File: config.mk
export PLATFORM = sky130hd
export DESIGN_NAME = panel_scanner
export DESIGN_NICKNAME = d
export VERILOG_FILES = /design/src/led_pkg.sv /design/src/panel_scanner.sv
export SDC_FILE = /design/constraint.sdc
export NUM_CORES = 1
export LEC_CHECK = 0
export BUFFER_PORTS_ARGS = -buffer_cell sky130_fd_sc_hd__buf_2
export CAP_MARGIN = 15
export CORE_UTILIZATION = 45
export CTS_BUF_LIST = sky130_fd_sc_hd__clkbuf_4 sky130_fd_sc_hd__clkbuf_8 sky130_fd_sc_hd__clkbuf_16
export DETAILED_ROUTE_END_ITERATION = 10
export GPL_TIMING_DRIVEN = 0
export PLACE_DENSITY = 0.71
export SYNTH_ARGS = -nofsm -noshare
export SYNTH_HDL_FRONTEND = slang
export SYNTH_SLANG_ARGS = --single-unit
File: constraint.sdc
create_clock -name clk -period 2.7 [get_ports clk]
set_input_delay 0.405 -clock clk [delete_from_list [all_inputs] [get_ports clk]]
set_output_delay 0.405 -clock clk [all_outputs]
set_load 0.01 [all_outputs]
File: src/led_pkg.sv
package led_pkg;

    // panel geometry, one half of the 64x64 panel
    localparam int col_bits = 6;
    localparam int row_bits = 5;                     // row inside one 32-row half
    localparam int addr_bits = row_bits + col_bits;  // bank address is {row, col}
    localparam int num_cols = 64;

    // frame timing
    localparam int sub_bits = 8;      // pwm subframe counter
    localparam int frame_bits = 4;
    localparam int row_gap = 3;       // idle cycles after the last column of a row

    // every steal_period-th subframe belongs to the painter
    localparam int steal_period = 16;

    // cursor behaviour
    localparam logic [7:0] hue_step = 8'd4;  // hue added per forward step
    localparam int repeat_bits = 15;         // auto-repeat divider for a held forward

    // rgb565 as stored in the frame buffer
    typedef struct packed {
        logic [4:0] red;
        logic [5:0] green;
        logic [4:0] blue;
    } pixel_t;

    // cursor coordinate, wraps at 64 in both directions
    // for y, bit 5 picks the bank and the low bits pick the row
    typedef logic [col_bits-1:0] coord_t;

endpackage

File: src/panel_scanner.sv
module panel_scanner import led_pkg::*; (
    input  logic                clk,
    input  logic                pll_locked,
    input  pixel_t              pix0,
    input  pixel_t              pix1,
    input  logic                pix_valid,
    input  logic [sub_bits-1:0] subframe,
    input  logic                row_start,
    input  logic [row_bits-1:0] row,
    output logic [2:0]          panel_rgb0,  // {blue, green, red}
    output logic [2:0]          panel_rgb1,
    output logic [row_bits-1:0] panel_row,
    output logic                panel_blank,
    output logic                panel_latch,
    output logic                panel_sclk
);

    typedef enum logic [2:0] {
        SC_IDLE,
        SC_SHIFT,
        SC_BLANK,
        SC_LATCH,
        SC_UNBLANK
    } scan_t;

    scan_t                 state;
    logic [col_bits-1:0]   col_cnt;     // column now sitting in pix
    logic                  start_d;
    logic [sub_bits-1:0]   sub_d;       // subframe of the read now in pix
    logic [row_bits-1:0]   shift_row;
    logic [sub_bits-1:0]   cmp;
    logic [2:0]            rgb0_next, rgb1_next;

    // reversed bits spread each duty cycle over the subframes
    function automatic logic [sub_bits-1:0] bit_rev(input logic [sub_bits-1:0] v);
        logic [sub_bits-1:0] r;
        for (int i = 0; i < sub_bits; i++) begin
            r[i] = v[sub_bits-1-i];
        end
        return r;
    endfunction

    function automatic logic [2:0] pwm_bits(input pixel_t p, input logic [sub_bits-1:0] c);
        logic [7:0] r8, g8, b8;
        r8 = {p.red, 3'b000};
        g8 = {p.green, 2'b00};
        b8 = {p.blue, 3'b000};
        return {b8 > c, g8 > c, r8 > c};
    endfunction

    assign cmp       = bit_rev(sub_d);
    assign rgb0_next = pix_valid ? pwm_bits(pix0, cmp) : 3'b000;
    assign rgb1_next = pix_valid ? pwm_bits(pix1, cmp) : 3'b000;

    always_ff @(posedge clk or negedge pll_locked) begin
        if (!pll_locked) begin
            state       <= SC_IDLE;
            col_cnt     <= '0;
            start_d     <= 1'b0;
            sub_d       <= '0;
            shift_row   <= '0;
            panel_rgb0  <= '0;
            panel_rgb1  <= '0;
            panel_row   <= '0;
            panel_blank <= 1'b1;  // dark until the first row is latched
            panel_latch <= 1'b0;
            panel_sclk  <= 1'b0;
        end else begin
            start_d <= row_start;  // lines up with column 0 in pix
            sub_d   <= subframe;
            if (row_start) begin
                shift_row <= row;
            end
            case (state)
                SC_IDLE: begin
                    if (start_d) begin
                        panel_rgb0 <= rgb0_next;
                        panel_rgb1 <= rgb1_next;
                        panel_sclk <= 1'b1;
                        col_cnt    <= 6'd1;
                        state      <= SC_SHIFT;
                    end
                end
                SC_SHIFT: begin
                    panel_rgb0 <= rgb0_next;
                    panel_rgb1 <= rgb1_next;
                    panel_sclk <= 1'b1;
                    col_cnt    <= col_cnt + 1'b1;
                    if (col_cnt == num_cols - 1) begin
                        state <= SC_BLANK;
                    end
                end
                SC_BLANK: begin
                    panel_blank <= 1'b1;
                    panel_sclk  <= 1'b0;
                    panel_rgb0  <= '0;
                    panel_rgb1  <= '0;
                    state       <= SC_LATCH;
                end
                SC_LATCH: begin
                    panel_latch <= 1'b1;  // shift register to output drivers
                    state       <= SC_UNBLANK;
                end
                default: begin  // SC_UNBLANK
                    panel_latch <= 1'b0;
                    panel_blank <= 1'b0;
                    panel_row   <= shift_row;
                    state       <= SC_IDLE;
                end
            endcase
        end
    end

endmodule

==> metrics <==
proportion of synthesized area in mux cells 6.39%; pins over their slew limit 0; postcts setup bufs 0; post-synthesis cell type count 28; share of the synthesized netlist area taken by xor and xnor gates 0%; Relative slew margins between 40% and 50%; max-cap violation count 0; pin count of the biggest net entering global routing 38; Antenna Violating Nets Remaining 0; per-instance average area after synthesis between 10 and 15 um^2; maximum root-to-sink buffer count 2; number of cells produced by synthesis between 150 and 200; number of buffer cells added on primary ports 62; Die H 69.9 um; fraction of layout cells with a size suffix above 1 about a third; timing endpoint of the critical path panel_rgb1[0]; flop-to-flop setup slack around 0.9 ns; final HPWL from detailed placement 3180 um; TritonRoute pass-1 iters 4; worst setup timing slack at the placement stage just under 0.9 ns; worst min path class input pin to asynchronous set/reset pin; synthesis-to-finish area growth 22.5%; gpl congestion 0.782; number of cells in the finished layout apart from fillers 308; first-pass GRT wire length 6930 um; Post-Synthesis Net Count 268; final period utilization about two thirds; crit start category flop; Adder-Cell Fraction of Synth Area between 10% and 20%; Num CTS Buffers 5; row count 24; net total in the final layout between 300 and 400; sequential cell area fraction in the yosys report approximately 45%; clk_skew about 0.0038 ns; kind of capture point of the worst setup path flop; WL per Instance ~14 um; static leakage roughly 1.3 nW; r2r startpoint sub_d[1]; starting utilization of the core area between 40% and 50%; Final Hold Slack 0.200 ns; largest family of logic cells by synthesized area adder cells; endpoint of the lowest-slack register-to-register path panel_rgb1[0]; arrival time worst endpoint roughly 2 ns; transition at the pin with the smallest max-transition slack roughly 0.79 ns; R2R depth 6; latest clock arrival within the worst-skew pair 0.28 ns; Fmax 553 MHz; Total Neg Setup Slack 0 ns; class of the most critical setup path flop to flop; number of placed instances, taps included 300; most frequent standard cell in the layout excluding fill and tap cells sky130_fd_sc_hd__buf_2; Period minus WS final ~1.8 ns; crit-path max FO 6; diode count 0; number of endpoints failing setup at the final stage 0; routed via count divided by cell count 5.32; unrepaired setup endpoints after global routing false; commonest non-fill, non-tap cells in the layout sky130_fd_sc_hd__buf_2 (63), sky130_fd_sc_hd__dfrtp_1 (36), sky130_fd_sc_hd__ha_1 (33); source of the critical timing path sub_d[1]; CTS tree done; outcome finished clean; cts hold-fix bufs 0; buffer cell driving the clock tree root sky130_fd_sc_hd__clkbuf_8; core region area around 4400 um^2; clock-pin slew reported for the worst setup and hold paths after clock tree synthesis 0.07 ns; Ports between 60 and 70; share of the synthesized area in compound gates (AO/OA/AOI/OAI) 12.3%; number of warnings issued by yosys 0; Peak VDD IR approximately 0.43 mV; final routed DRC violation total 0; Clock H-tree levels 2; crit path setup slack, layout around 0.89 ns; violation count after the first detailed-routing iteration 94; post-cts resize count 0; register bit count reported by yosys 37; via count of the first global-routing pass between 1500 and 2000; total grt overflow 0; ratio of total power to cell area between 600 and 700 nW/um^2; number of failing hold endpoints at the final stage 0; TritonCTS sink count 37; area enclosed by the die boundary just under 5000 um^2; overall fraction of global-route tracks in use 18.0%; post-layout power 1.53 mW; Die W about 70 um; number of antenna violations at the first check in global routing 0; Detailed Route WL approximately 4200 um; post-synthesis share of cell area spent on and, or, nand and nor gates a little over an eighth; Layout fillers between 300 and 400; Synth Cell Area approximately 2100 um^2; total number of vias around 1600; required time reported for the critical path endpoint approximately 2.9 ns
## routing by layer
| metal | wire length [um] | vias to the layer above | part of all wire (%) | GRT usage (%) |
|---|---|---|---|---|
| met5 | 0 | - | 0 | 0 |
| met4 | 18 | 0 | 0.43 | 4.67 |
| met3 | 156 | 2 | 3.7 | 3.46 |
| met2 | 2040 | 41 | 49 | 28.5 |
| met1 | 1980 | 761 | 47 | 25.5 |
| li1 | - | 835 | - | - |
## cell usage after synthesis
cell type | count | area share [%]
sky130_fd_sc_hd__dfrtp_1 | 36 | 43
sky130_fd_sc_hd__dfstp_2 | 1 | 1.3
sky130_fd_sc_hd__o21a_1 | 1 | 0.36
sky130_fd_sc_hd__clkbuf_2 | 1 | 0.24
sky130_fd_sc_hd__mux2i_1 | 2 | 0.96
sky130_fd_sc_hd__or4_1 | 3 | 1.1
sky130_fd_sc_hd__a21oi_1 | 14 | 3.4
sky130_fd_sc_hd__inv_2 | 1 | 0.18
sky130_fd_sc_hd__nor4_1 | 2 | 0.60
sky130_fd_sc_hd__nand4_1 | 2 | 0.60
sky130_fd_sc_hd__buf_2 | 1 | 0.24
sky130_fd_sc_hd__mux2_2 | 10 | 5.4
sky130_fd_sc_hd__a221o_1 | 4 | 1.9
sky130_fd_sc_hd__and3_1 | 2 | 0.60
sky130_fd_sc_hd__ha_1 | 33 | 20
sky130_fd_sc_hd__and4_1 | 4 | 1.7
sky130_fd_sc_hd__a32o_1 | 7 | 3.4
sky130_fd_sc_hd__nor2_4 | 1 | 0.54
sky130_fd_sc_hd__inv_1 | 10 | 1.8
sky130_fd_sc_hd__a211o_1 | 3 | 1.3
sky130_fd_sc_hd__o21ai_0 | 5 | 1.2
sky130_fd_sc_hd__nor3_1 | 5 | 1.2
sky130_fd_sc_hd__o21ai_2 | 1 | 0.42
sky130_fd_sc_hd__nor2_1 | 6 | 1.1
sky130_fd_sc_hd__o22a_1 | 1 | 0.42
sky130_fd_sc_hd__buf_6 | 2 | 1.1
sky130_fd_sc_hd__nand3_1 | 12 | 2.9
sky130_fd_sc_hd__nand2_1 | 16 | 2.9
## worst min-delay path by stage
stage	endpoint	from	slack [ns]
final	panel_latch	pll_locked	0.20
after global routing	sub_d[3]	subframe[3]	0.21
after CTS	sub_d[3]	subframe[3]	0.22
after detailed placement	panel_blank	panel_blank	0.45
after global placement	panel_blank	panel_blank	0.45
after floorplan	col_cnt[0]	pll_locked	0.11
## through the flow
| stage | area [um^2] | utilization [%] |
|---|---|---|
| 2_1_floorplan | 2080 | - |
| 3_3_place_gp | 2450 | 55.9 |
| 3_5_place_dp | 2450 | 55.9 |
| 4_1_cts | 2540 | 58.0 |
| 5_1_grt | 2540 | 58.0 |
| 6_report | 2540 | 58.0 |
## area by class of cell
| class | instances | area (um^2) | area share (%) |
|---|---|---|---|
| plain buffers | 4 | 32.5 | 1.28 |
| inverters | 11 | 41.3 | 1.62 |
| repair buffers | 62 | 310 | 12.2 |
| flip-flops and latches | 37 | 927 | 36.4 |
| clock inverters | 2 | 15.0 | 0.590 |
| well taps | 52 | 65.1 | 2.56 |
| clock buffers | 6 | 76.3 | 3.00 |
| multi-input cells | 134 | 1080 | 42.3 |
## flip-flops by register name, indices dropped and copies added (netlist names)
signal	flops
sub_d	8
col_cnt	6
panel_row	5
shift_row	5
panel_rgb0	3
panel_rgb1	3
state	3
panel_blank	1
panel_latch	1
panel_sclk	1
start_d	1
## cells by family after synthesis
logic type | Yosys count
flip-flops | 37
adder cells (fa/ha/maj) | 33
AND/OR/NAND/NOR | 53
buffers and inverters | 15
multiplexers | 12
AO/OA/AOI/OAI | 36
## critical path, stage by stage, from the launching register on
cell and delay (ns):
sky130_fd_sc_hd__dfrtp_1 0.36, sky130_fd_sc_hd__inv_1 0.22, sky130_fd_sc_hd__ha_1 0.31, sky130_fd_sc_hd__a21oi_1 0.16, sky130_fd_sc_hd__nand2_1 0.06, sky130_fd_sc_hd__a221o_1 0.34
sky130_fd_sc_hd__a32o_1 0.24
## report_power, final
group	switching, mW	internal [mW]	leakage (nW)
sequential	0.0739	0.659	0.453
combinational	0.205	0.206	0.829
clock	0.193	0.192	0.0408
No activity file was read; power rests on OpenSTA's default activity.
