## src/led_pkg.sv

```systemverilog
package led_pkg;

    // panel geometry, one half of the 64x64 panel
    localparam int col_bits = 6;
    localparam int row_bits = 5;                     // row inside one 32-row half
    localparam int addr_bits = row_bits + col_bits;  // bank address is {row, col}
    localparam int num_cols = 64;

    // frame timing
    localparam int sub_bits = 8;      // pwm subframe counter
    localparam int frame_bits = 4;
    localparam int row_gap = 3;       // idle cycles after the last column of a row

    // every steal_period-th subframe belongs to the painter
    localparam int steal_period = 16;

    // cursor behaviour
    localparam logic [7:0] hue_step = 8'd4;  // hue added per forward step
    localparam int repeat_bits = 15;         // auto-repeat divider for a held forward

    // rgb565 as stored in the frame buffer
    typedef struct packed {
        logic [4:0] red;
        logic [5:0] green;
        logic [4:0] blue;
    } pixel_t;

    // cursor coordinate, wraps at 64 in both directions
    // for y, bit 5 picks the bank and the low bits pick the row
    typedef logic [col_bits-1:0] coord_t;

endpackage

```

## src/frame_timer.sv

```systemverilog
module frame_timer import led_pkg::*; (
    input  logic                clk,
    input  logic                pll_locked,
    output logic [col_bits-1:0] col,
    output logic [row_bits-1:0] row,
    output logic [sub_bits-1:0] subframe,
    output logic                row_start,
    output logic                steal
);

    logic [frame_bits-1:0]        frame;
    logic [$clog2(row_gap)-1:0]   gap_cnt;
    logic                         in_gap;

    // painter owns the subframe when the low bits are all ones
    assign steal = &subframe[$clog2(steal_period)-1:0];

    always_ff @(posedge clk or negedge pll_locked) begin
        if (!pll_locked) begin
            col       <= '0;
            row       <= '0;
            subframe  <= '0;
            frame     <= '0;
            gap_cnt   <= '0;
            in_gap    <= 1'b0;
            row_start <= 1'b1;  // first row starts straight out of reset
        end else if (!in_gap) begin
            row_start <= 1'b0;
            if (col == num_cols - 1) begin
                in_gap  <= 1'b1;
                gap_cnt <= '0;
                // subframe steps as soon as the last column of row 31 is read
                // the scanner delays it to line up with the read data
                if (&row) begin
                    subframe <= subframe + 1'b1;
                    if (&subframe) begin
                        frame <= frame + 1'b1;  // wraps, nobody looks at the top
                    end
                end
            end else begin
                col <= col + 1'b1;
            end
        end else begin
            gap_cnt <= gap_cnt + 1'b1;
            if (gap_cnt == row_gap - 1) begin
                in_gap    <= 1'b0;
                col       <= '0;
                row       <= row + 1'b1;
                row_start <= 1'b1;
            end
        end
    end

endmodule

```

## config.mk

```make
export PLATFORM = sky130hd
export DESIGN_NAME = frame_timer
export DESIGN_NICKNAME = d
export VERILOG_FILES = /design/src/led_pkg.sv /design/src/frame_timer.sv
export SDC_FILE = /design/constraint.sdc
export NUM_CORES = 1
export LEC_CHECK = 0
export ABC_CLOCK_PERIOD_IN_PS = 1500
export BUFFER_PORTS_ARGS = -buffer_cell sky130_fd_sc_hd__buf_2
export CORE_UTILIZATION = 43
export DETAILED_ROUTE_END_ITERATION = 6
export PLACE_DENSITY = 0.67
export SLEW_MARGIN = 5
export SYNTH_ARGS = -nofsm -noshare
export SYNTH_HDL_FRONTEND = slang
export SYNTH_SLANG_ARGS = --single-unit
```

## constraint.sdc

```tcl
create_clock -name clk -period 1.5 [get_ports clk]
set_clock_uncertainty 0.2 [all_clocks]
set_input_delay 0.375 -clock clk [delete_from_list [all_inputs] [get_ports clk]]
set_output_delay 0.375 -clock clk [all_outputs]
set_load 0.005 [all_outputs]
```

==> results of run 1 <==
==> cells by family (layout without fill, tap and decap cells) <==
| group | Yosys count | in the layout | synth area share |
|---|---|---|---|
| AND/OR/NAND/NOR | 44 | 44 | 0.247 |
| multiplexers | 3 | 3 | 0.0312 |
| flip-flops | 23 | 23 | 0.497 |
| adder cells (fa/ha/maj) | 4 | 4 | 0.0431 |
| XOR/XNOR | 12 | 12 | 0.0905 |
| AO/OA/AOI/OAI | 13 | 13 | 0.0744 |
| buffers and inverters | 5 | 71 | 0.0172 |
==> power breakdown <==
| part | internal (mW) | switching [mW] | total [mW] |
|---|---|---|---|
| clock network | 0.104 | 0.182 | 0.286 |
| logic | 0.00262 | 0.0122 | 0.0148 |
| registers | 0.620 | 0 | 0.620 |
==> registers in the layout (all words and copies together) (netlist names) <==
signal	flops
subframe	8
row_start	1
row	5
gap_cnt	2
col	6
in_gap	1
==> worst max path at each step <==
stage	start	to	cells past startpoint
floorplan	col[0]	subframe[1]	5
finish	subframe[0]	steal	3
global route	subframe[0]	steal	3
CTS	subframe[1]	steal	3
global placement	col[1]	subframe[1]	5
detailed placement	col[1]	subframe[1]	5
==> layer usage <==
metal,track usage,share of wire,vias to the layer above
li1,-,-,510
met1,0.252,0.40,538
met2,0.403,0.54,38
met3,0.0339,0.045,4
met4,0.0789,0.012,0
met5,0,0,-
==> what timing repair did <==
item	CTS	global route
hold buffers	1	0
setup buffers	16	14
endpoints found under the setup margin	13	30
pin swaps	4	12
gates resized for setup	23	14
endpoints found under the hold margin	22	0
==> layout by cell type, fill, tap and decap left out, types with 4 or more instances in the layout <==
master,n
buf_4,29
buf_6,21
dfrtp_1,19
buf_2,13
nand3_1,12
xnor2_1,12
nand2_1,8
and3_4,4
o22ai_1,4
==> area by class of cell <==
type | instances | area [µm²]
Sequential cell | 23 | 581
Tap cell | 30 | 37.5
Clock buffer | 4 | 26.3
Inverter | 3 | 11.3
Multi-Input combinational cell | 76 | 631
Timing Repair Buffer | 64 | 529
Fill cell | 183 | 707
==> stage by stage <==
stage / area (µm²) / instances
floorplan: 1180 / 104
global placement: 1420 / 167
detailed placement: 1420 / 167
CTS: 1670 / 186
global route: 1820 / 200
finish: 1820 / 200
==> impl_results.md, run 1 <==
- Synthesized Nets: 110
- DIE AREA: around 2900 µm²
- Synth area leaders: dfrtp_1 47%, xnor2_1 9.1%, nand3_1 5.6%
- Setup violators final: 13
- WHS Path Cells: 1
- Worst rel slew slack: 0.647
- Maximum level of the CTS H-tree: 1
- Worst EP arrival: 1.20 ns
- Number of global-route vias before repair: between 900 and 1,000
- First-pass GRT wire length: 4.48 mm
- Initial antenna violation count: 0
- Die W: 54.0 µm
- Layout cell share with drive strength beyond 1: 0.547
- Final hold violation count: 0
- Pre-CTS WS: -0.0139 ns
- Worst reg-to-reg path cell count: 6
- Hold Slack: 0.269 ns
- Startpoint types: register
- Detail Route Antenna Nets: 0
- Total Wirelength: 3.05 mm
- Sequential share of the synthesized area: 0.497
- IO Count: 23
- Synth Area per Inst: 11.2 µm²
- Max Slew Vio Count: 0
- I/O Buffers: 22
- Cell count after synthesis: 104
- Critical Path Max Stage Delay: 0.43 ns
- Dominant synthesized flop cell: dfrtp_1
- Violated checks: negative setup slack
- Max Cap Violations: 0
- Final worst path period need: approximately 1.8 ns
- Area leader, netlist: dfrtp_1
- Nets: 177
- CTS tree: done
- Vias: roughly 1,100
- Asr flop ratio synth: 1.00
- Outcome: complete, but fails checks
- Setup TNS: -0.896 ns
- Worst setup margin: -0.278 ns
- # DRC: 0
- Wirelength per Cell: 15.2 µm
- HP Class: reg2reg
- Die H: roughly 54 µm
- Crit path kind: reg2out
- Clock latency at the later pin of the worst-skew pair: 0.30 ns
- Power per cell area: 507 nW/µm²
- CTS Buf Count: 3
- Worst path required time: 0.92 ns
- Flop2flop setup slack: -0.09 ns
- Synth top area share: 0.474
- Synth top cells by count: 22 x dfrtp_1, 13 x nand3_1, 12 x xnor2_1
- Post-layout util: 0.720
- Leak: 0.936 nW
- RSZ-0062 raised after global routing: true
- Slew @ Worst Pin: 0.530 ns
- Tcrit/Tclk final: 1.19
- Root Buffer: clkbuf_4
- Reg2Reg Capture Point: subframe[6]
- Tot Pwr: 0.921 mW
- CP max FO: 2
- Slowest CP cell: dfrtp_1
- Yosys cell types: 30
- Most common cell in the netlist: dfrtp_1
- Sinks on Clock Net: 23
- Fmax: 562 MHz
- Crit-path leading delay family: flip-flops
- Antenna cell count: 0
- Total GRT Usage: 0.219
- Worst Hold End: subframe[7]
- Reg clk slew, reported paths: between 0.1 and 0.15 ns
- Largest net degree at the start of global routing: 24
- Via density: 5.45
- Mapped Area: 1160 µm²
- Initial DRC Count: 25
- Worst R2R Start: subframe[0]
- IR drop worst, VDD: 376 µV
- Post-synth EDFFs: 0
- Final HPWL DP: 1.74 mm
- Drt pass-1 iters: 4
- Starting Density: 0.460
- Row count: 18
- FF+latch count, synth: 23
- Crit end category: output pin
- Core area: 2520 µm²
- Min-delay src: subframe[7]
- Synth warn: 0
- Longest Clk Path Bufs: 2
- Critical path cell sequence: ha_2 -> and3_4 -> buf_6
- Area growth, synth to finish: 56.4%
- GR Overflow Total: 0
- Bufs and invs on worst path: 1
- GP Congestion: 0.743
Note: power is estimated with default switching activity, not from simulation.
==> inputs of run 2 (changes only) <==
CELL_PAD_IN_SITES_DETAIL_PLACEMENT = 2   (was unset)
CELL_PAD_IN_SITES_GLOBAL_PLACEMENT = 2   (was unset)
CORE_UTILIZATION = 31   (was 43)
PLACE_DENSITY = unset   (was 0.67)
PLACE_DENSITY_LB_ADDON = 0.1   (was unset)
==> run 2 against run 1 <==
Clock power increased by 45%. Fmax increased by 0.93%. Cell count increased by 13%. Flip-flop and latch count unchanged. Non-clock buffer count increased by 9. Combinational power increased by 16%. Register-to-register slack about the same. Worst hold slack improved by 0.031 ns. Die area increased by 37%. Critical path depth unchanged. Sequential power about the same. Critical path type unchanged. Largest cell class unchanged. The flow still finishes with violations (negative setup slack). Critical endpoint unchanged. Global-route usage decreased by 0.056 points.
==> impl_results.md, run 2 (same netlist as run 1, synthesis figures left out) <==
- CTS tree: done
- Filler cell count in the final layout: 340
- Wirelength per Cell: 22.9 µm
- Crit end category: output pin
- Nets: 186
- Slowest CP cell: dfrtp_1
- HP Class: reg2reg
- Starting Density: 0.335
- Final HPWL DP: approximately 2.3 mm
- Maximum level of the CTS H-tree: 1
- Tot Pwr: 1.05 mW
- Area taken by multi-input logic gates: 703 µm²
- Initial DRC Count: 18
- Critical Path Max Stage Delay: 0.41 ns
- Slew @ Worst Pin: between 0.3 and 0.4 ns
- Worst path required time: between 0.9 and 1 ns
- # DRC: 0
- Violated checks: negative setup slack
- Area growth, synth to finish: 74.9%
- Fmax: around 570 MHz
- Longest Clk Path Bufs: 2
- Clock latency at the later pin of the worst-skew pair: 0.27 ns
- GR Overflow Total: 0
- Vias: between 1,000 and 1,500
- Outcome: complete, but fails checks
- Root Buffer: clkbuf_8
- Worst rel slew slack: 0.796
- Detail Route Antenna Nets: 0
- Antenna cell count: 0
- Power per cell area: 517 nW/µm²
- Startpoint types: register
- Largest regs: subframe (8), col (6), row (5)
- Total Wirelength: about 5.2 mm
- Layout cell share with drive strength beyond 1: 0.626
- Final hold violation count: 0
- GP Congestion: 0.754
- Reg clk slew, reported paths: about 0.090 ns
- Drt pass-1 iters: 4
- Total GRT Usage: 0.219
- RSZ-0062 raised after global routing: true
- Crit path kind: reg2out
- Final worst path period need: 1.76 ns
- Flip-flop and latch area: 581 µm²
- Leak: 1.02 nW
- Max Cap Violations: 0
- CTS Buf Count: 3
- Worst setup margin: -0.261 ns
- Row count: 21
- Largest register FFs: 8
- I/O Buffers: 22
- Number of global-route vias before repair: approximately 1,200
- Largest net degree at the start of global routing: 24
- Sinks on Clock Net: 23
- Initial antenna violation count: 0
- Die H: ~63 µm
- IR drop worst, VDD: 389 µV
- Tcrit/Tclk final: 1.17
- CP max FO: 3
- Die W: 63.2 µm
- Setup violators final: 24
- First-pass GRT wire length: 6.52 mm
- Commonest non-fill, non-tap cell in the layout: buf_4
- Core area: 3470 µm²
- Critical path cell sequence: ha_2 -> and3_4 -> buf_6
- Flop2flop setup slack: -0.10 ns
- Most frequent cells in the layout: 32 x buf_4, 29 x buf_6, 19 x dfrtp_1, 11 x xnor2_1, 11 x buf_2
- Max Slew Vio Count: 0
- Setup TNS: -1.33 ns
- Top reg by flops: subframe
- IO Count: 23
- Via density: 5.16
- Worst EP arrival: 1.19 ns
- DIE AREA: 3990 µm²
[run 2: cell types whose count changed in the layout (fill, tap and decap cells not counted), sizes merged]
cell    change
clkinv      +1
clkbuf      -1
buf         +9
[run 2: worst max-delay path, delay by kind of cell (launching register included)]
| family | cells | cell delay, ns |
|---|---|---|
| DFF | 1 | 0.41 |
| adders and majority gates | 1 | 0.20 |
| and+or+nand+nor | 1 | 0.19 |
| buffers and inverters | 1 | 0.11 |
[run 2: timing repair]
| item | 4_1_cts | 5_1_grt |
|---|---|---|
| hold endpoints to repair | 22 | 0 |
| hold buffers | 1 | 0 |
| setup endpoints to repair | 16 | 31 |
| setup buffers | 18 | 15 |
| pin swaps | 7 | 15 |
| resized for setup | 18 | 42 |
[run 2: per-stage QoR]
step	cell area [µm²]	worst slack, ns	cells	util	hold slack, ns
after floorplan	1180	-0.0128	104	-	-0.121
after global placement	1470	0.0283	188	0.425	0.176
after detailed placement	1470	-0.0186	188	0.425	0.180
after CTS	1750	-0.220	211	0.504	0.287
after global routing	2030	-0.287	225	0.585	0.320
final	2030	-0.261	225	0.585	0.300
[run 2: cell type report]
type | count | area share
multi-input cells | 76 | 0.346
repair buffers | 73 | 0.311
flip-flops and latches | 23 | 0.286
well taps | 46 | 0.0283
clock buffers | 3 | 0.0203
inverters | 3 | 0.00555
clock inverters | 1 | 0.00246
[run 2: path summary, 6_finish.rpt]
check | start | end | depth (start not counted)
min in group asynchronous | pll_locked | col[5] | 3
max in group asynchronous | pll_locked | row_start | 3
worst max register to register | col[3] | gap_cnt[1] | 6
worst max-delay path | subframe[1] | steal | 3
worst min register to register | subframe[7] | subframe[7] | 1
worst min-delay path | subframe[7] | subframe[7] | 1
[run 2: where the power goes]
part / total (mW) / leakage [nW] / internal (mW) / switching [mW]
sequential: 0.620 / 0.300 / 0.620 / 0
combinational: 0.0171 / 0.693 / 0.00436 / 0.0127
clock: 0.414 / 0.0255 / 0.186 / 0.228
total: 1.05 / 1.02 / 0.810 / 0.240
[run 2: per-layer routing]
| metal | part of all wire | GRT usage | vias to the layer above |
|---|---|---|---|
| met5 | 0 | 0 | - |
| met4 | 0.033 | 0.0511 | 0 |
| met3 | 0.041 | 0.0290 | 19 |
| met2 | 0.54 | 0.423 | 36 |
| met1 | 0.39 | 0.249 | 588 |
| li1 | - | - | 518 |
