===== config.mk =====
export PLATFORM = sky130hd
export DESIGN_NAME = cursor_painter
export DESIGN_NICKNAME = d
export VERILOG_FILES = /design/src/led_pkg.sv /design/src/cursor_painter.sv
export SDC_FILE = /design/constraint.sdc
export NUM_CORES = 1
export LEC_CHECK = 0
export BUFFER_PORTS_ARGS = -buffer_cell sky130_fd_sc_hd__buf_2
export CORE_MARGIN = 4
export CORE_UTILIZATION = 55
export DETAILED_ROUTE_END_ITERATION = 10
export GPL_ROUTABILITY_DRIVEN = 0
export GPL_TIMING_DRIVEN = 1
export PLACE_DENSITY = 0.77
export SYNTH_ARGS = -nofsm -noshare
export SYNTH_HDL_FRONTEND = slang
export SYNTH_SLANG_ARGS = --single-unit
export TNS_END_PERCENT = 50

===== constraint.sdc =====
create_clock -name clk -period 4.4 [get_ports clk]
set_input_delay 0.88 -clock clk [delete_from_list [all_inputs] [get_ports clk]]
set_output_delay 0.88 -clock clk [all_outputs]
set_load 0.01 [all_outputs]

===== src/led_pkg.sv =====
package led_pkg;

    // panel geometry, one half of the 64x64 panel
    localparam int col_bits = 6;
    localparam int row_bits = 5;                     // row inside one 32-row half
    localparam int addr_bits = row_bits + col_bits;  // bank address is {row, col}
    localparam int num_cols = 64;

    // frame timing
    localparam int sub_bits = 8;      // pwm subframe counter
    localparam int frame_bits = 4;
    localparam int row_gap = 3;       // idle cycles after the last column of a row

    // every steal_period-th subframe belongs to the painter
    localparam int steal_period = 16;

    // cursor behaviour
    localparam logic [7:0] hue_step = 8'd4;  // hue added per forward step
    localparam int repeat_bits = 15;         // auto-repeat divider for a held forward

    // rgb565 as stored in the frame buffer
    typedef struct packed {
        logic [4:0] red;
        logic [5:0] green;
        logic [4:0] blue;
    } pixel_t;

    // cursor coordinate, wraps at 64 in both directions
    // for y, bit 5 picks the bank and the low bits pick the row
    typedef logic [col_bits-1:0] coord_t;

endpackage


===== src/cursor_painter.sv =====
module cursor_painter import led_pkg::*; (
    input  logic                 clk,
    input  logic                 pll_locked,
    input  logic                 paint_en,
    input  logic                 btn_left,
    input  logic                 btn_forward,
    input  logic                 btn_right,
    output logic [addr_bits-1:0] paint_addr,
    output logic [1:0]           paint_bank_we,
    output pixel_t               paint_pixel
);

    typedef enum logic [1:0] {
        S_START,
        S_CLEAR,
        S_INIT,
        S_MAIN
    } setup_t;

    // order matters, the draw states step through by +1
    typedef enum logic [3:0] {
        R_WAIT,
        R_CLR_MID,
        R_CLR_LEFT,
        R_CLR_TOP,
        R_CLR_RIGHT,
        R_SET_MID,
        R_SET_LEFT,
        R_SET_TOP,
        R_SET_RIGHT,
        R_AWAIT
    } redraw_t;

    setup_t                 setup_state;
    redraw_t                redraw_state;
    coord_t                 cur_x, cur_y;
    coord_t                 nxt_x, nxt_y;
    logic [1:0]             dir_x, dir_y;       // heading, each -1/0/+1
    logic [1:0]             nxt_dir_x, nxt_dir_y;
    coord_t                 dx, dy;
    coord_t                 cell_x, cell_y;
    logic [7:0]             hue;
    logic [7:0]             red8, green8, blue8;
    pixel_t                 cursor_pix;
    logic [repeat_bits-1:0] divider;

    // single hsv channel at power 1
    function automatic logic [7:0] hue_channel(input logic [7:0] h);
        if (h < 8'd43) begin
            return h;
        end else if (h < 8'd128) begin
            return 8'd43;
        end else if (h < 8'd170) begin
            return 8'd170 - h;
        end else begin
            return 8'd0;
        end
    endfunction

    assign red8   = hue_channel(hue + 8'd85);
    assign green8 = hue_channel(hue);
    assign blue8  = hue_channel(hue + 8'd170);

    always_comb begin
        cursor_pix.red   = red8[7:3];
        cursor_pix.green = green8[7:2];
        cursor_pix.blue  = blue8[7:3];
    end

    assign dx = {{(col_bits - 2){dir_x[1]}}, dir_x};
    assign dy = {{(col_bits - 2){dir_y[1]}}, dir_y};

    // which arm of the plus the current draw state touches
    always_comb begin
        case (redraw_state)
            R_CLR_LEFT, R_SET_LEFT: begin
                cell_x = cur_x + dy;
                cell_y = cur_y - dx;
            end
            R_CLR_TOP, R_SET_TOP: begin
                cell_x = cur_x + dx;
                cell_y = cur_y + dy;
            end
            R_CLR_RIGHT, R_SET_RIGHT: begin
                cell_x = cur_x - dy;
                cell_y = cur_y + dx;
            end
            default: begin
                cell_x = cur_x;
                cell_y = cur_y;
            end
        endcase
    end

    // outputs hold the pending write, it lands on the next enabled edge
    always_ff @(posedge clk or negedge pll_locked) begin
        if (!pll_locked) begin
            setup_state   <= S_START;
            redraw_state  <= R_WAIT;
            cur_x         <= 6'd32;
            cur_y         <= 6'd32;
            dir_x         <= 2'd1;  // facing +x
            dir_y         <= 2'd0;
            nxt_x         <= '0;
            nxt_y         <= '0;
            nxt_dir_x     <= '0;
            nxt_dir_y     <= '0;
            hue           <= '0;
            divider       <= '0;
            paint_addr    <= '0;
            paint_bank_we <= '0;
            paint_pixel   <= '0;
        end else if (paint_en) begin
            case (setup_state)
                S_START: begin
                    paint_addr    <= '0;
                    paint_bank_we <= 2'b11;  // blank both halves together
                    paint_pixel   <= '0;
                    setup_state   <= S_CLEAR;
                end
                S_CLEAR: begin
                    paint_addr <= paint_addr + 1'b1;
                    if (&paint_addr) begin
                        paint_bank_we <= '0;
                        setup_state   <= S_INIT;
                    end
                end
                S_INIT: begin
                    divider     <= '0;
                    setup_state <= S_MAIN;
                end
                S_MAIN: begin
                    divider <= divider + 1'b1;
                    case (redraw_state)
                        R_WAIT: begin
                            paint_bank_we <= '0;
                            if (btn_forward) begin
                                hue          <= hue + hue_step;
                                nxt_x        <= cur_x + dx;
                                nxt_y        <= cur_y + dy;
                                nxt_dir_x    <= dir_x;
                                nxt_dir_y    <= dir_y;
                                redraw_state <= R_CLR_MID;
                            end else if (btn_right) begin  // counterclockwise
                                nxt_x        <= cur_x;
                                nxt_y        <= cur_y;
                                nxt_dir_x    <= -dir_y;
                                nxt_dir_y    <= dir_x;
                                redraw_state <= R_CLR_MID;
                            end else if (btn_left) begin  // clockwise
                                nxt_x        <= cur_x;
                                nxt_y        <= cur_y;
                                nxt_dir_x    <= dir_y;
                                nxt_dir_y    <= -dir_x;
                                redraw_state <= R_CLR_MID;
                            end
                        end
                        R_CLR_MID, R_CLR_LEFT, R_CLR_TOP, R_CLR_RIGHT,
                        R_SET_MID, R_SET_LEFT, R_SET_TOP, R_SET_RIGHT: begin
                            paint_addr    <= {cell_y[row_bits-1:0], cell_x};
                            paint_bank_we <= {cell_y[col_bits-1], ~cell_y[col_bits-1]};
                            paint_pixel   <= (redraw_state >= R_SET_MID) ? cursor_pix : '0;
                            if (redraw_state == R_CLR_RIGHT) begin
                                // old plus fully erased, switch to the new pose
                                cur_x <= nxt_x;
                                cur_y <= nxt_y;
                                dir_x <= nxt_dir_x;
                                dir_y <= nxt_dir_y;
                            end
                            redraw_state <= redraw_t'(redraw_state + 4'd1);
                        end
                        default: begin  // R_AWAIT
                            paint_bank_we <= '0;
                            // a held forward repeats when the divider wraps
                            if ((!btn_forward || divider == '0) && !btn_left && !btn_right) begin
                                redraw_state <= R_WAIT;
                            end
                        end
                    endcase
                end
                default: begin
                    setup_state <= S_START;
                end
            endcase
        end
    end

endmodule


==> metrics.log, run 1 <==
INFO  metric outcome = finished clean
INFO  metric clk_path_buf_depth = 2
INFO  metric mostFrequentLayoutCell = dfrtp_1
INFO  metric gr-usage-all-layers = 21.9%
INFO  metric switching_share = 45.1%
INFO  metric detailed_routing_iterations_pass_1 = 6
INFO  metric syn_avg_cell_area = 9.32 µm²
INFO  metric final_nets = 713
INFO  metric comb_power_share = 52.6%
INFO  metric hp-class = reg2reg
INFO  metric io-pin-count = 35
INFO  metric maxCapViolCount = 0
INFO  metric grt_overflow_total = 0
INFO  metric drt-vias-per-instance = 6.14
INFO  metric rsz0062_at_grt = false
INFO  metric ff2ff_setup_slack = roughly 1.1 ns
INFO  metric grt_pass1_wl = 22,800 µm
INFO  metric cp_common_cell = o21ai_0
INFO  metric syn-num-nets = 691
INFO  metric syn2layout_area_growth = 7.48%
INFO  metric proportion_of_power_drawn_by_flip_flops_and_latches = 31.1%
INFO  metric synthDistinctLibCells = 72
INFO  metric startpoint_type_of_the_worst_setup_path = register
INFO  metric wire_per_inst = about 17 µm
INFO  metric fin_worst_skew = 0.00985 ns
INFO  metric hold_buffers = 0
INFO  metric period_share = 74.7%
INFO  metric postCtsSetupBuffers = 0
INFO  metric max_stage_delay = 0.44 ns
INFO  metric clock_sink_count = 88
INFO  metric power.internal = 2280 µW
INFO  metric total_switching_power = 1870 µW
INFO  metric timing.critical_path.to_type = register
INFO  metric mapped_cell_area = 5960 µm²
INFO  metric critPathArrivalTime = 3.56 ns
INFO  metric cts-buffers-inserted = 9
INFO  metric wl = roughly 13,000 µm
INFO  metric min_path_cells = 2
INFO  metric largest_family_of_logic_cells_by_synthesized_area = compound AO/OA/AOI/OAI gates
INFO  metric rr_startpoint = redraw_state[0]$_DFFE_PN0P_
INFO  metric yosys.area_share.xor_xnor = 5.11%
INFO  metric asyncSetResetFlopFracSynth = 100%
INFO  metric num_vias = between 4k and 5k
INFO  metric die_outline_area = between 10,000 and 15,000 µm²
INFO  metric final-max-slew-violation-count = 0
INFO  metric multiInputGateArea = roughly 3500 µm²
INFO  metric chipHeight = 112 µm
INFO  metric max_freq = 304 MHz
INFO  metric worst_slew_margin_rel = 25.1%
INFO  metric min_from = paint_pixel[2]$_DFFE_PN0P_
INFO  metric whs = between 0.4 and 0.5 ns
INFO  metric edff_count_synth = 0
INFO  metric timing.critical_path.required = 4.67 ns
INFO  metric remaining_drc_errors = 0
INFO  metric place.port_buffers = 34
INFO  metric sequential_cell_area = between 2000 and 2500 µm²
INFO  metric yosys-mux-area-fraction = 4.66%
INFO  metric place_hpwl = between 9000 and 10,000 µm
INFO  metric path_cells = inv_1 -> ha_1 -> inv_1 -> o21ai_1 -> nand2_1 -> ha_1 -> o21ai_0 -> o21ai_0 -> and4_1 -> o21ai_0 -> o2bb2ai_1 -> o21ai_0 -> mux2_2
INFO  metric critical_register_to_register_path_endpoint = paint_bank_we[1]$_DFFE_PN0P_
INFO  metric synth_adder_area_share = 10.2%
INFO  metric grt_start_max_net_pins = 89
INFO  metric final_total_negative_setup_slack = 0 ns
INFO  metric yosys_register_bits = between 80 and 90
INFO  metric antenna-diode-count = 0
INFO  metric crit_path_top_delay_cell = dfrtp_1
INFO  metric synthCells = 639
INFO  metric yosysWarnings = 0
INFO  metric final_cell_mix = dfrtp_1 (85), nand2_1 (75), o21ai_0 (61)
INFO  metric max-vdd-ir-drop = between 200 and 250 µV
INFO  metric worstSetupPathType = reg2reg
INFO  metric ant_nets = 0
INFO  metric static-leakage-power = approximately 0.0030 µW
INFO  metric worst_skew_pair.late_latency = 0.38 ns
INFO  metric post_cts.resized_instances = 0
INFO  metric first_global_vias = 4,778
INFO  metric synth-seq-area-share = 37.0%
INFO  metric floorplan.initialDensity = between 50 and 60%
INFO  metric core.rowCount = 37
INFO  metric final_hold_viol_count = 0
INFO  metric critical_path.startpoint = redraw_state[0]$_DFFE_PN0P_
INFO  metric clkTransAtPathRegs = 0.09 ns
INFO  metric cp_max_fo = 9
INFO  metric coreArea = 10,400 µm²
INFO  metric hold-path-endpoint = paint_pixel[2]$_DFFE_PN0P_
INFO  metric final-setup-viol-count = 0
INFO  metric ys.flop_type = dfrtp_1
INFO  metric clk_root_buffer_cell = clkbuf_8
INFO  metric number_of_antenna_violations_at_the_first_check_in_global_routing = 0
INFO  metric logic_depth_of_the_worst_register_to_register_path = 13
INFO  metric first_iter_violations = 422
INFO  metric worst_pin_slew = about 1.1 ns
INFO  metric power_density = 648 nW/µm²
INFO  metric floorplan.die.width = 112 µm
INFO  metric synth_compound_gate_area_share = between 20 and 25%
INFO  metric tritoncts = built
INFO  metric clock_period_minus_final_worst_setup_slack = between 3 and 4 ns
INFO  metric cts_max_level = 3
INFO  metric post_route_cells_drive_above_1_share = 13.8%
INFO  metric synth_area_in_simple_gates = 17.9%
INFO  metric power.share.clock = 16.4%
INFO  metric final.fill_count = 838
==> per-layer routing <==
metal | global-route usage (%) | up-vias | wire, µm
li1 | - | 2355 | -
met1 | 30.3 | 2390 | 6130
met2 | 34.1 | 145 | 6020
met3 | 3.72 | 31 | 762
met4 | 9.70 | 0 | 341
met5 | 0 | - | 0
==> area by class of cell <==
cell class	instances	share of cell area, %
multi-input combinational	497	54.5
sequential	88	34.5
timing repair buffer	38	3.17
tap	136	2.66
clock buffer	10	1.99
clock inverter	6	1.68
inverter	27	1.58
==> synthesized netlist by cell type, types with 4 or more instances <==
master / n / area share, %
buf_2: 7 / 0.59
nor2b_1: 10 / 1.1
a32o_1: 4 / 0.67
nor2_1: 27 / 1.7
a221o_1: 4 / 0.67
nand2b_1: 9 / 0.95
clkbuf_1: 10 / 0.63
a22oi_1: 7 / 0.88
a31oi_1: 4 / 0.42
ha_1: 42 / 8.8
and3_1: 8 / 0.84
mux2_2: 14 / 2.6
a21o_1: 10 / 1.3
o21ai_0: 61 / 5.1
nand4_1: 5 / 0.53
nand3_1: 28 / 2.4
o21ai_1: 4 / 0.34
inv_1: 27 / 1.7
xor2_1: 9 / 1.3
a22o_1: 8 / 1.2
o21a_1: 5 / 0.63
or3_1: 4 / 0.42
o211ai_1: 9 / 1.1
fa_1: 4 / 1.3
a211oi_1: 5 / 0.63
dfrtp_1: 85 / 36
and2_1: 6 / 0.63
buf_6: 4 / 0.76
o31ai_1: 6 / 0.76
xnor2_1: 22 / 3.2
a21oi_1: 26 / 2.2
a221oi_1: 7 / 1.0
nand2_1: 75 / 4.7
nor3_1: 12 / 1.0
mux2i_1: 12 / 2.0
==> flip-flops by register name (all words and copies together) (netlist names) <==
name           count
setup_state        2
nxt_x              6
dir_y              2
paint_addr        11
cur_y              6
hue                6
paint_bank_we      2
redraw_state       4
nxt_y              6
paint_pixel       16
nxt_dir_y          2
nxt_dir_x          2
dir_x              2
divider           15
cur_x              6
==> worst max path at each step <==
stage | endpoint | slack (ns) | cells past startpoint
final | paint_bank_we[1]$_DFFE_PN0P_ | 1.11 | 13
after global routing | paint_bank_we[1]$_DFFE_PN0P_ | 0.86 | 13
after CTS | paint_bank_we[1]$_DFFE_PN0P_ | 1.16 | 13
after detailed placement | paint_bank_we[1]$_DFFE_PN0P_ | 1.17 | 13
after global placement | paint_bank_we[1]$_DFFE_PN0P_ | 1.33 | 13
after floorplan | paint_bank_we[1]$_DFFE_PN0P_ | 1.65 | 14
==> critical path: cells and delay by family (launching register included) <==
| kind | cells | cell delay, ns |
|---|---|---|
| compound gates | 6 | 1.11 |
| fa+ha+maj | 2 | 0.74 |
| flops | 1 | 0.44 |
| simple gates | 2 | 0.36 |
| buf+inv | 2 | 0.28 |
| mux | 1 | 0.26 |
==> power by group through the flow <==
stage                     combinational, µW  clock, µW  sequential, µW
final                                  2180        679            1290
after global routing                   2450        723            1330
after global placement                 2070          0            1280
after CTS                              2170        687            1280
after floorplan                        1740          0            1230
after detailed placement               2160          0            1300
==> logic make-up after synthesis <==
group / count (synthesis)
multiplexers: 26
adder cells (fa/ha/maj): 46
AO/OA/AOI/OAI: 183
XOR/XNOR: 33
AND/OR/NAND/NOR: 209
flip-flops: 88
buffers and inverters: 54
==> per-stage QoR <==
step | setup WS (ns) | instance area [µm²] | total power [µW] | utilization [%] | cells
after detailed placement | 1.17 | 6170 | 3460 | 59.2 | 786
after global routing | 0.860 | 6400 | 4500 | 61.5 | 802
after global placement | 1.33 | 6170 | 3350 | 59.2 | 786
final | 1.11 | 6400 | 4150 | 61.5 | 802
after CTS | 1.16 | 6400 | 4140 | 61.5 | 802
after floorplan | 1.65 | 5960 | 2970 | - | 639
Power figures use the tool's default switching activity.
==> inputs of run 2 (changes only) <==
--- a/config.mk
+++ b/config.mk
@@ -11,7 +11,7 @@
 export DETAILED_ROUTE_END_ITERATION = 10
 export GPL_ROUTABILITY_DRIVEN = 0
 export GPL_TIMING_DRIVEN = 1
-export PLACE_DENSITY = 0.77
+export PLACE_DENSITY = 0.8
 export SYNTH_ARGS = -nofsm -noshare
 export SYNTH_HDL_FRONTEND = slang
 export SYNTH_SLANG_ARGS = --single-unit
==> constraint.sdc (replaced) <==
create_clock -name clk -period 2.9 [get_ports clk]
set_input_delay 0.58 -clock clk [delete_from_list [all_inputs] [get_ports clk]]
set_output_delay 0.58 -clock clk [all_outputs]
set_load 0.01 [all_outputs]
==> metrics.log, run 2 (same netlist as run 1, synthesis figures left out) <==
INFO  metric outcome = finished clean
INFO  metric critPathArrivalTime = 3.04 ns
INFO  metric worst_slew_margin_rel = 53.9%
INFO  metric ff2ff_setup_slack = between 0.1 and 0.15 ns
INFO  metric clkTransAtPathRegs = 0.09 ns
INFO  metric maxCapViolCount = 0
INFO  metric sequential_cell_area = 2210 µm²
INFO  metric timing.critical_path.required = 3.15 ns
INFO  metric chipHeight = around 110 µm
INFO  metric largest_register = paint_pixel
INFO  metric final-setup-viol-count = 0
INFO  metric first_iter_violations = 540
INFO  metric timing.critical_path.to_type = register
INFO  metric largest_registers = paint_pixel (16), divider (15), paint_addr (11)
INFO  metric final_hold_viol_count = 0
INFO  metric postCtsSetupBuffers = 0
INFO  metric power_density = 991 nW/µm²
INFO  metric die_outline_area = 12,600 µm²
INFO  metric final-max-slew-violation-count = 0
INFO  metric wl = 14,100 µm
INFO  metric worstSetupPathType = reg2reg
INFO  metric drt-vias-per-instance = 6.21
INFO  metric antenna-diode-count = 0
INFO  metric max-vdd-ir-drop = roughly 450 µV
INFO  metric cp_max_fo = 5
INFO  metric cts-buffers-inserted = 9
INFO  metric coreArea = 10,400 µm²
INFO  metric grt_overflow_total = 0
INFO  metric place_hpwl = 10,000 µm
INFO  metric cts_max_level = 3
INFO  metric clk_path_buf_depth = 2
INFO  metric number_of_flip_flops_under_the_largest_register_name = 16
INFO  metric syn2layout_area_growth = 10.1%
INFO  metric grt_pass1_wl = 24,000 µm
INFO  metric core.rowCount = 37
INFO  metric hold_buffers = 0
INFO  metric mostFrequentLayoutCell = dfrtp_1
INFO  metric detailed_routing_iterations_pass_1 = 5
INFO  metric num_vias = around 5.1k
INFO  metric grt_start_max_net_pins = 53
INFO  metric final_cell_mix = dfrtp_1 (85), nand2_1 (74), o21ai_0 (58)
INFO  metric tritoncts = built
INFO  metric floorplan.die.width = around 110 µm
INFO  metric worst_pin_slew = 0.691 ns
INFO  metric number_of_antenna_violations_at_the_first_check_in_global_routing = 0
INFO  metric place.port_buffers = 34
INFO  metric place_inst = 802
INFO  metric clock_sink_count = 88
INFO  metric gr-usage-all-layers = 23.0%
INFO  metric clock_period_minus_final_worst_setup_slack = 2.78 ns
INFO  metric max_freq = 359 MHz
INFO  metric finish.cell_count_without_fillers = between 800 and 900
INFO  metric worst_skew_pair.late_latency = 0.37 ns
INFO  metric floorplan.initialDensity = 57.2%
INFO  metric fin_worst_skew = 0.0114 ns
INFO  metric period_share = 96.0%
INFO  metric wire_per_inst = approximately 17 µm
INFO  metric multiInputGateArea = 3530 µm²
INFO  metric io-pin-count = 35
INFO  metric remaining_drc_errors = 0
INFO  metric static-leakage-power = around 0.0031 µW
INFO  metric hp-class = in2async
INFO  metric final_total_negative_setup_slack = 0 ns
INFO  metric final.fill_count = about 810
INFO  metric first_global_vias = 4,953
INFO  metric ant_nets = 0
INFO  metric post_route_cells_drive_above_1_share = 17.0%
INFO  metric final_nets = between 700 and 800
INFO  metric clk_root_buffer_cell = clkbuf_8
INFO  metric startpoint_type_of_the_worst_setup_path = register
==> run 2: changes by cell type in the layout (fill, tap and decap cells not counted), sizes merged <==
cell,previous run,this run
buf,38,54
bufinv,3,2
inv,27,28
==> run 2: stage by stage <==
stage | total power (µW) | setup slack, ns | hold WS, ns | utilization (%) | area [µm²]
after global placement | 5210 | 0.134 | 0.455 | 60.5 | 6300
after detailed placement | 5400 | -0.140 | 0.469 | 60.5 | 6300
after global routing | 6990 | -0.00931 | 0.296 | 63.0 | 6560
after CTS | 6410 | 0.0186 | 0.259 | 62.8 | 6540
after floorplan | 4500 | 0.154 | 0.284 | - | 5960
final | 6500 | 0.116 | 0.251 | 63.0 | 6560
==> run 2: cell type report <==
class | instances | area share (%)
clock inverters | 6 | 1.43
inverters | 27 | 1.54
flip-flops and latches | 88 | 33.6
multi-input cells | 497 | 53.7
well taps | 136 | 2.59
clock buffers | 10 | 1.95
repair buffers | 54 | 5.11
==> run 2: path summary, 6_finish.rpt <==
path,start,depth (start not counted),to
worst max-delay path,redraw_state[1]$_DFFE_PN0P_,12,paint_bank_we[1]$_DFFE_PN0P_
worst min-delay path,pll_locked,1,paint_addr[8]$_DFFE_PN0P_
worst max register to register,redraw_state[1]$_DFFE_PN0P_,12,paint_bank_we[1]$_DFFE_PN0P_
worst min register to register,nxt_y[5]$_DFFE_PN0P_,2,nxt_y[5]$_DFFE_PN0P_
max in group asynchronous,pll_locked,2,cur_y[5]$_DFFE_PN1P_
min in group clk,nxt_y[5]$_DFFE_PN0P_,2,nxt_y[5]$_DFFE_PN0P_
==> run 2: repair_timing <==
action | 4_1_cts | 5_1_grt
resized for setup | 5 | 7
endpoints found under the setup margin | 2 | 3
cloned | 0 | 0
pin swaps | 0 | 1
hold endpoints to repair | 0 | 0
==> run 2: worst max-delay path, cell delays in order, from the launching register on <==
cell and delay (ns):
dfrtp_1 0.40, inv_2 0.11, ha_4 0.18, inv_1 0.08, o21ai_2 0.19, nand2_2 0.12, ha_1 0.32, or2_2 0.32
and4_1 0.23, o21ai_0 0.18, o2bb2ai_1 0.16, o21ai_0 0.12, mux2_2 0.26
==> run 2: routing by layer <==
metal  up-vias  part of all wire [%]  global-route usage, %
met1      2476                    44                   30.1
met5         -                     0                      0
met2       186                    48                   38.8
met4         0                   2.2                   8.33
li1       2385                     -                      -
met3        31                   5.7                   3.83
==> run 2: power by group <==
part / leakage [µW] / internal [µW] / switching (µW) / total (µW)
sequential: 0.00115 / 1520 / 365 / 1890
combinational: 0.00186 / 1510 / 2140 / 3650
clock: 0.000107 / 492 / 466 / 958
==> inputs of run 3 (changes only) <==
--- a/config.mk
+++ b/config.mk
@@ -12,6 +12,7 @@
 export GPL_ROUTABILITY_DRIVEN = 0
 export GPL_TIMING_DRIVEN = 1
 export PLACE_DENSITY = 0.8
+export REMOVE_ABC_BUFFERS = 1
 export SYNTH_ARGS = -nofsm -noshare
 export SYNTH_HDL_FRONTEND = slang
 export SYNTH_SLANG_ARGS = --single-unit
==> metrics.log, run 3 (same netlist as run 1, synthesis figures left out) <==
INFO  metric path_cells = inv_1 -> ha_4 -> inv_1 -> o21ai_2 -> nand2_2 -> ha_1 -> or2_2 -> and4_1 -> o21ai_0 -> o2bb2ai_1 -> o21ai_0 -> mux2_2
INFO  metric max_freq = 365 MHz
INFO  metric outcome = finished clean
INFO  metric first_iter_violations = roughly 400
INFO  metric io-pin-count = 35
INFO  metric ff2ff_setup_slack = around 0.16 ns
INFO  metric clock_sink_count = 88
INFO  metric grt_start_max_net_pins = 48
INFO  metric final-max-slew-violation-count = 0
INFO  metric logic_depth_of_the_worst_register_to_register_path = 12
INFO  metric place.port_buffers = 34
INFO  metric cts_max_level = 3
INFO  metric worstSetupPathType = reg2reg
INFO  metric timing.critical_path.required = 3.15 ns
INFO  metric maxCapViolCount = 0
INFO  metric floorplan.initialDensity = 57.2%
INFO  metric worst_pin_slew = 0.745 ns
INFO  metric cts-buffers-inserted = 9
INFO  metric post_route_cells_drive_above_1_share = about 17%
INFO  metric whs = 0.215 ns
INFO  metric power_density = just under 1000 nW/µm²
INFO  metric clkTransAtPathRegs = 0.08 ns
INFO  metric mostFrequentLayoutCell = dfrtp_1
INFO  metric wl = 13,700 µm
INFO  metric place_hpwl = 10,000 µm
INFO  metric largest_registers = paint_pixel (16), divider (15), paint_addr (11)
INFO  metric final_hold_viol_count = 0
INFO  metric clock_period_minus_final_worst_setup_slack = 2.74 ns
INFO  metric final_nets = roughly 730
INFO  metric period_share = 94.6%
INFO  metric antenna-diode-count = 0
INFO  metric coreArea = between 10,000 and 15,000 µm²
INFO  metric floorplan.die.width = 112 µm
INFO  metric grt_overflow_total = 0
INFO  metric die_outline_area = roughly 13,000 µm²
INFO  metric detailed_routing_iterations_pass_1 = 8
INFO  metric rr_startpoint = redraw_state[1]$_DFFE_PN0P_
INFO  metric largest_register = paint_pixel
INFO  metric num_vias = 4,977
INFO  metric first_global_vias = just under 5k
INFO  metric clk_root_buffer_cell = clkbuf_8
INFO  metric number_of_antenna_violations_at_the_first_check_in_global_routing = 0
INFO  metric ant_nets = 0
INFO  metric total_power = 6330 µW
INFO  metric worst_slew_margin_rel = between 50 and 60%
INFO  metric final_cell_mix = dfrtp_1 (84), nand2_1 (74), o21ai_0 (58)
INFO  metric gr-usage-all-layers = 22.4%
INFO  metric final-setup-viol-count = 0
INFO  metric max_stage_delay = 0.38 ns
INFO  metric cp_max_fo = 5
INFO  metric postCtsSetupBuffers = 0
INFO  metric timing.critical_path.to_type = register
INFO  metric drt-vias-per-instance = 6.06
INFO  metric crit_path_top_delay_cell = dfrtp_1
INFO  metric core.rowCount = 37
INFO  metric static-leakage-power = 0.00311 µW
INFO  metric max-vdd-ir-drop = 392 µV
INFO  metric wire_per_inst = 16.7 µm
INFO  metric clk_path_buf_depth = 2
INFO  metric number_of_flip_flops_under_the_largest_register_name = 16
INFO  metric critPathArrivalTime = 2.99 ns
INFO  metric fin_worst_skew = 0.0111 ns
INFO  metric hp-class = in2async
INFO  metric grt_pass1_wl = about 23,000 µm
INFO  metric syn2layout_area_growth = 9.62%
INFO  metric critical_register_to_register_path_endpoint = paint_bank_we[1]$_DFFE_PN0P_
INFO  metric chipHeight = 112 µm
INFO  metric tritoncts = built
INFO  metric worst_skew_pair.late_latency = 0.37 ns
INFO  metric remaining_drc_errors = 0
INFO  metric hold_buffers = 0
INFO  metric startpoint_type_of_the_worst_setup_path = register
## run 3: layout make-up
| cell class | instances | area, µm² |
|---|---|---|
| Fill cell | 847 | 3890 |
| Multi-Input combinational cell | 497 | 3520 |
| Sequential cell | 88 | 2210 |
| Timing Repair Buffer | 57 | 358 |
| Tap cell | 136 | 170 |
| Clock buffer | 14 | 163 |
| Inverter | 27 | 101 |
| Clock inverter | 2 | 13.8 |
## run 3: metal layers
metal  part of all wire [%]  up-vias  global-route usage, %  wire length, µm
met2                     46      130                   35.6             6340
met1                     47     2423                   31.1             6500
met4                    1.6        0                   8.41              226
met3                    4.7       24                   3.34              640
li1                       -     2400                      -                -
met5                      0        -                      0                0
## run 3: timing repair
action	4_1_cts	5_1_grt
pin swaps	0	1
gates resized for setup	4	7
endpoints found under the setup margin	1	3
## run 3: report_power, final
part,internal (µW),leakage (µW),total [µW],switching [µW]
sequential,1530,0.00115,1880,359
clock,360,0.0000907,792,432
combinational,1530,0.00187,3650,2120
total,3420,0.00311,6330,2910
## run 3: metrics by stage
stage / std cells / setup slack (ns) / setup TNS (ns) / util [%] / cell area (µm²)
floorplan: 612 / -0.00154 / -0.0123 / - / 5790
global placement: 805 / 0.146 / 0 / 60.7 / 6320
detailed placement: 805 / -0.109 / -0.109 / 60.7 / 6320
CTS: 821 / 0.0535 / 0 / 62.5 / 6510
global route: 821 / -0.0330 / -0.0330 / 62.7 / 6530
finish: 821 / 0.158 / 0 / 62.7 / 6530
## run 3: worst max-delay path by stage
stage                                   end  cells past startpoint  slack [ns]                   startpoint
3_3_place_gp   paint_bank_we[1]$_DFFE_PN0P_                     13        0.15  redraw_state[1]$_DFFE_PN0P_
3_5_place_dp   paint_bank_we[1]$_DFFE_PN0P_                     13       -0.11  redraw_state[1]$_DFFE_PN0P_
6_report       paint_bank_we[1]$_DFFE_PN0P_                     12        0.16  redraw_state[1]$_DFFE_PN0P_
2_1_floorplan          cur_x[1]$_DFFE_PN0P_                      4      -0.002   setup_state[0]$_DFFE_PN0P_
5_1_grt        paint_bank_we[1]$_DFFE_PN0P_                     11       -0.03  redraw_state[2]$_DFFE_PN0P_
4_1_cts        paint_bank_we[1]$_DFFE_PN0P_                     13        0.05  redraw_state[1]$_DFFE_PN0P_
## run 3: critical path, delay by kind of cell (launching register included)
| kind | cells | cell delay, ns |
|---|---|---|
| buffers and inverters | 2 | 0.21 |
| AO/OA/AOI/OAI | 4 | 0.62 |
| multiplexers | 1 | 0.26 |
| flip-flops | 1 | 0.38 |
| adder cells (fa/ha/maj) | 2 | 0.51 |
| AND/OR/NAND/NOR | 3 | 0.63 |
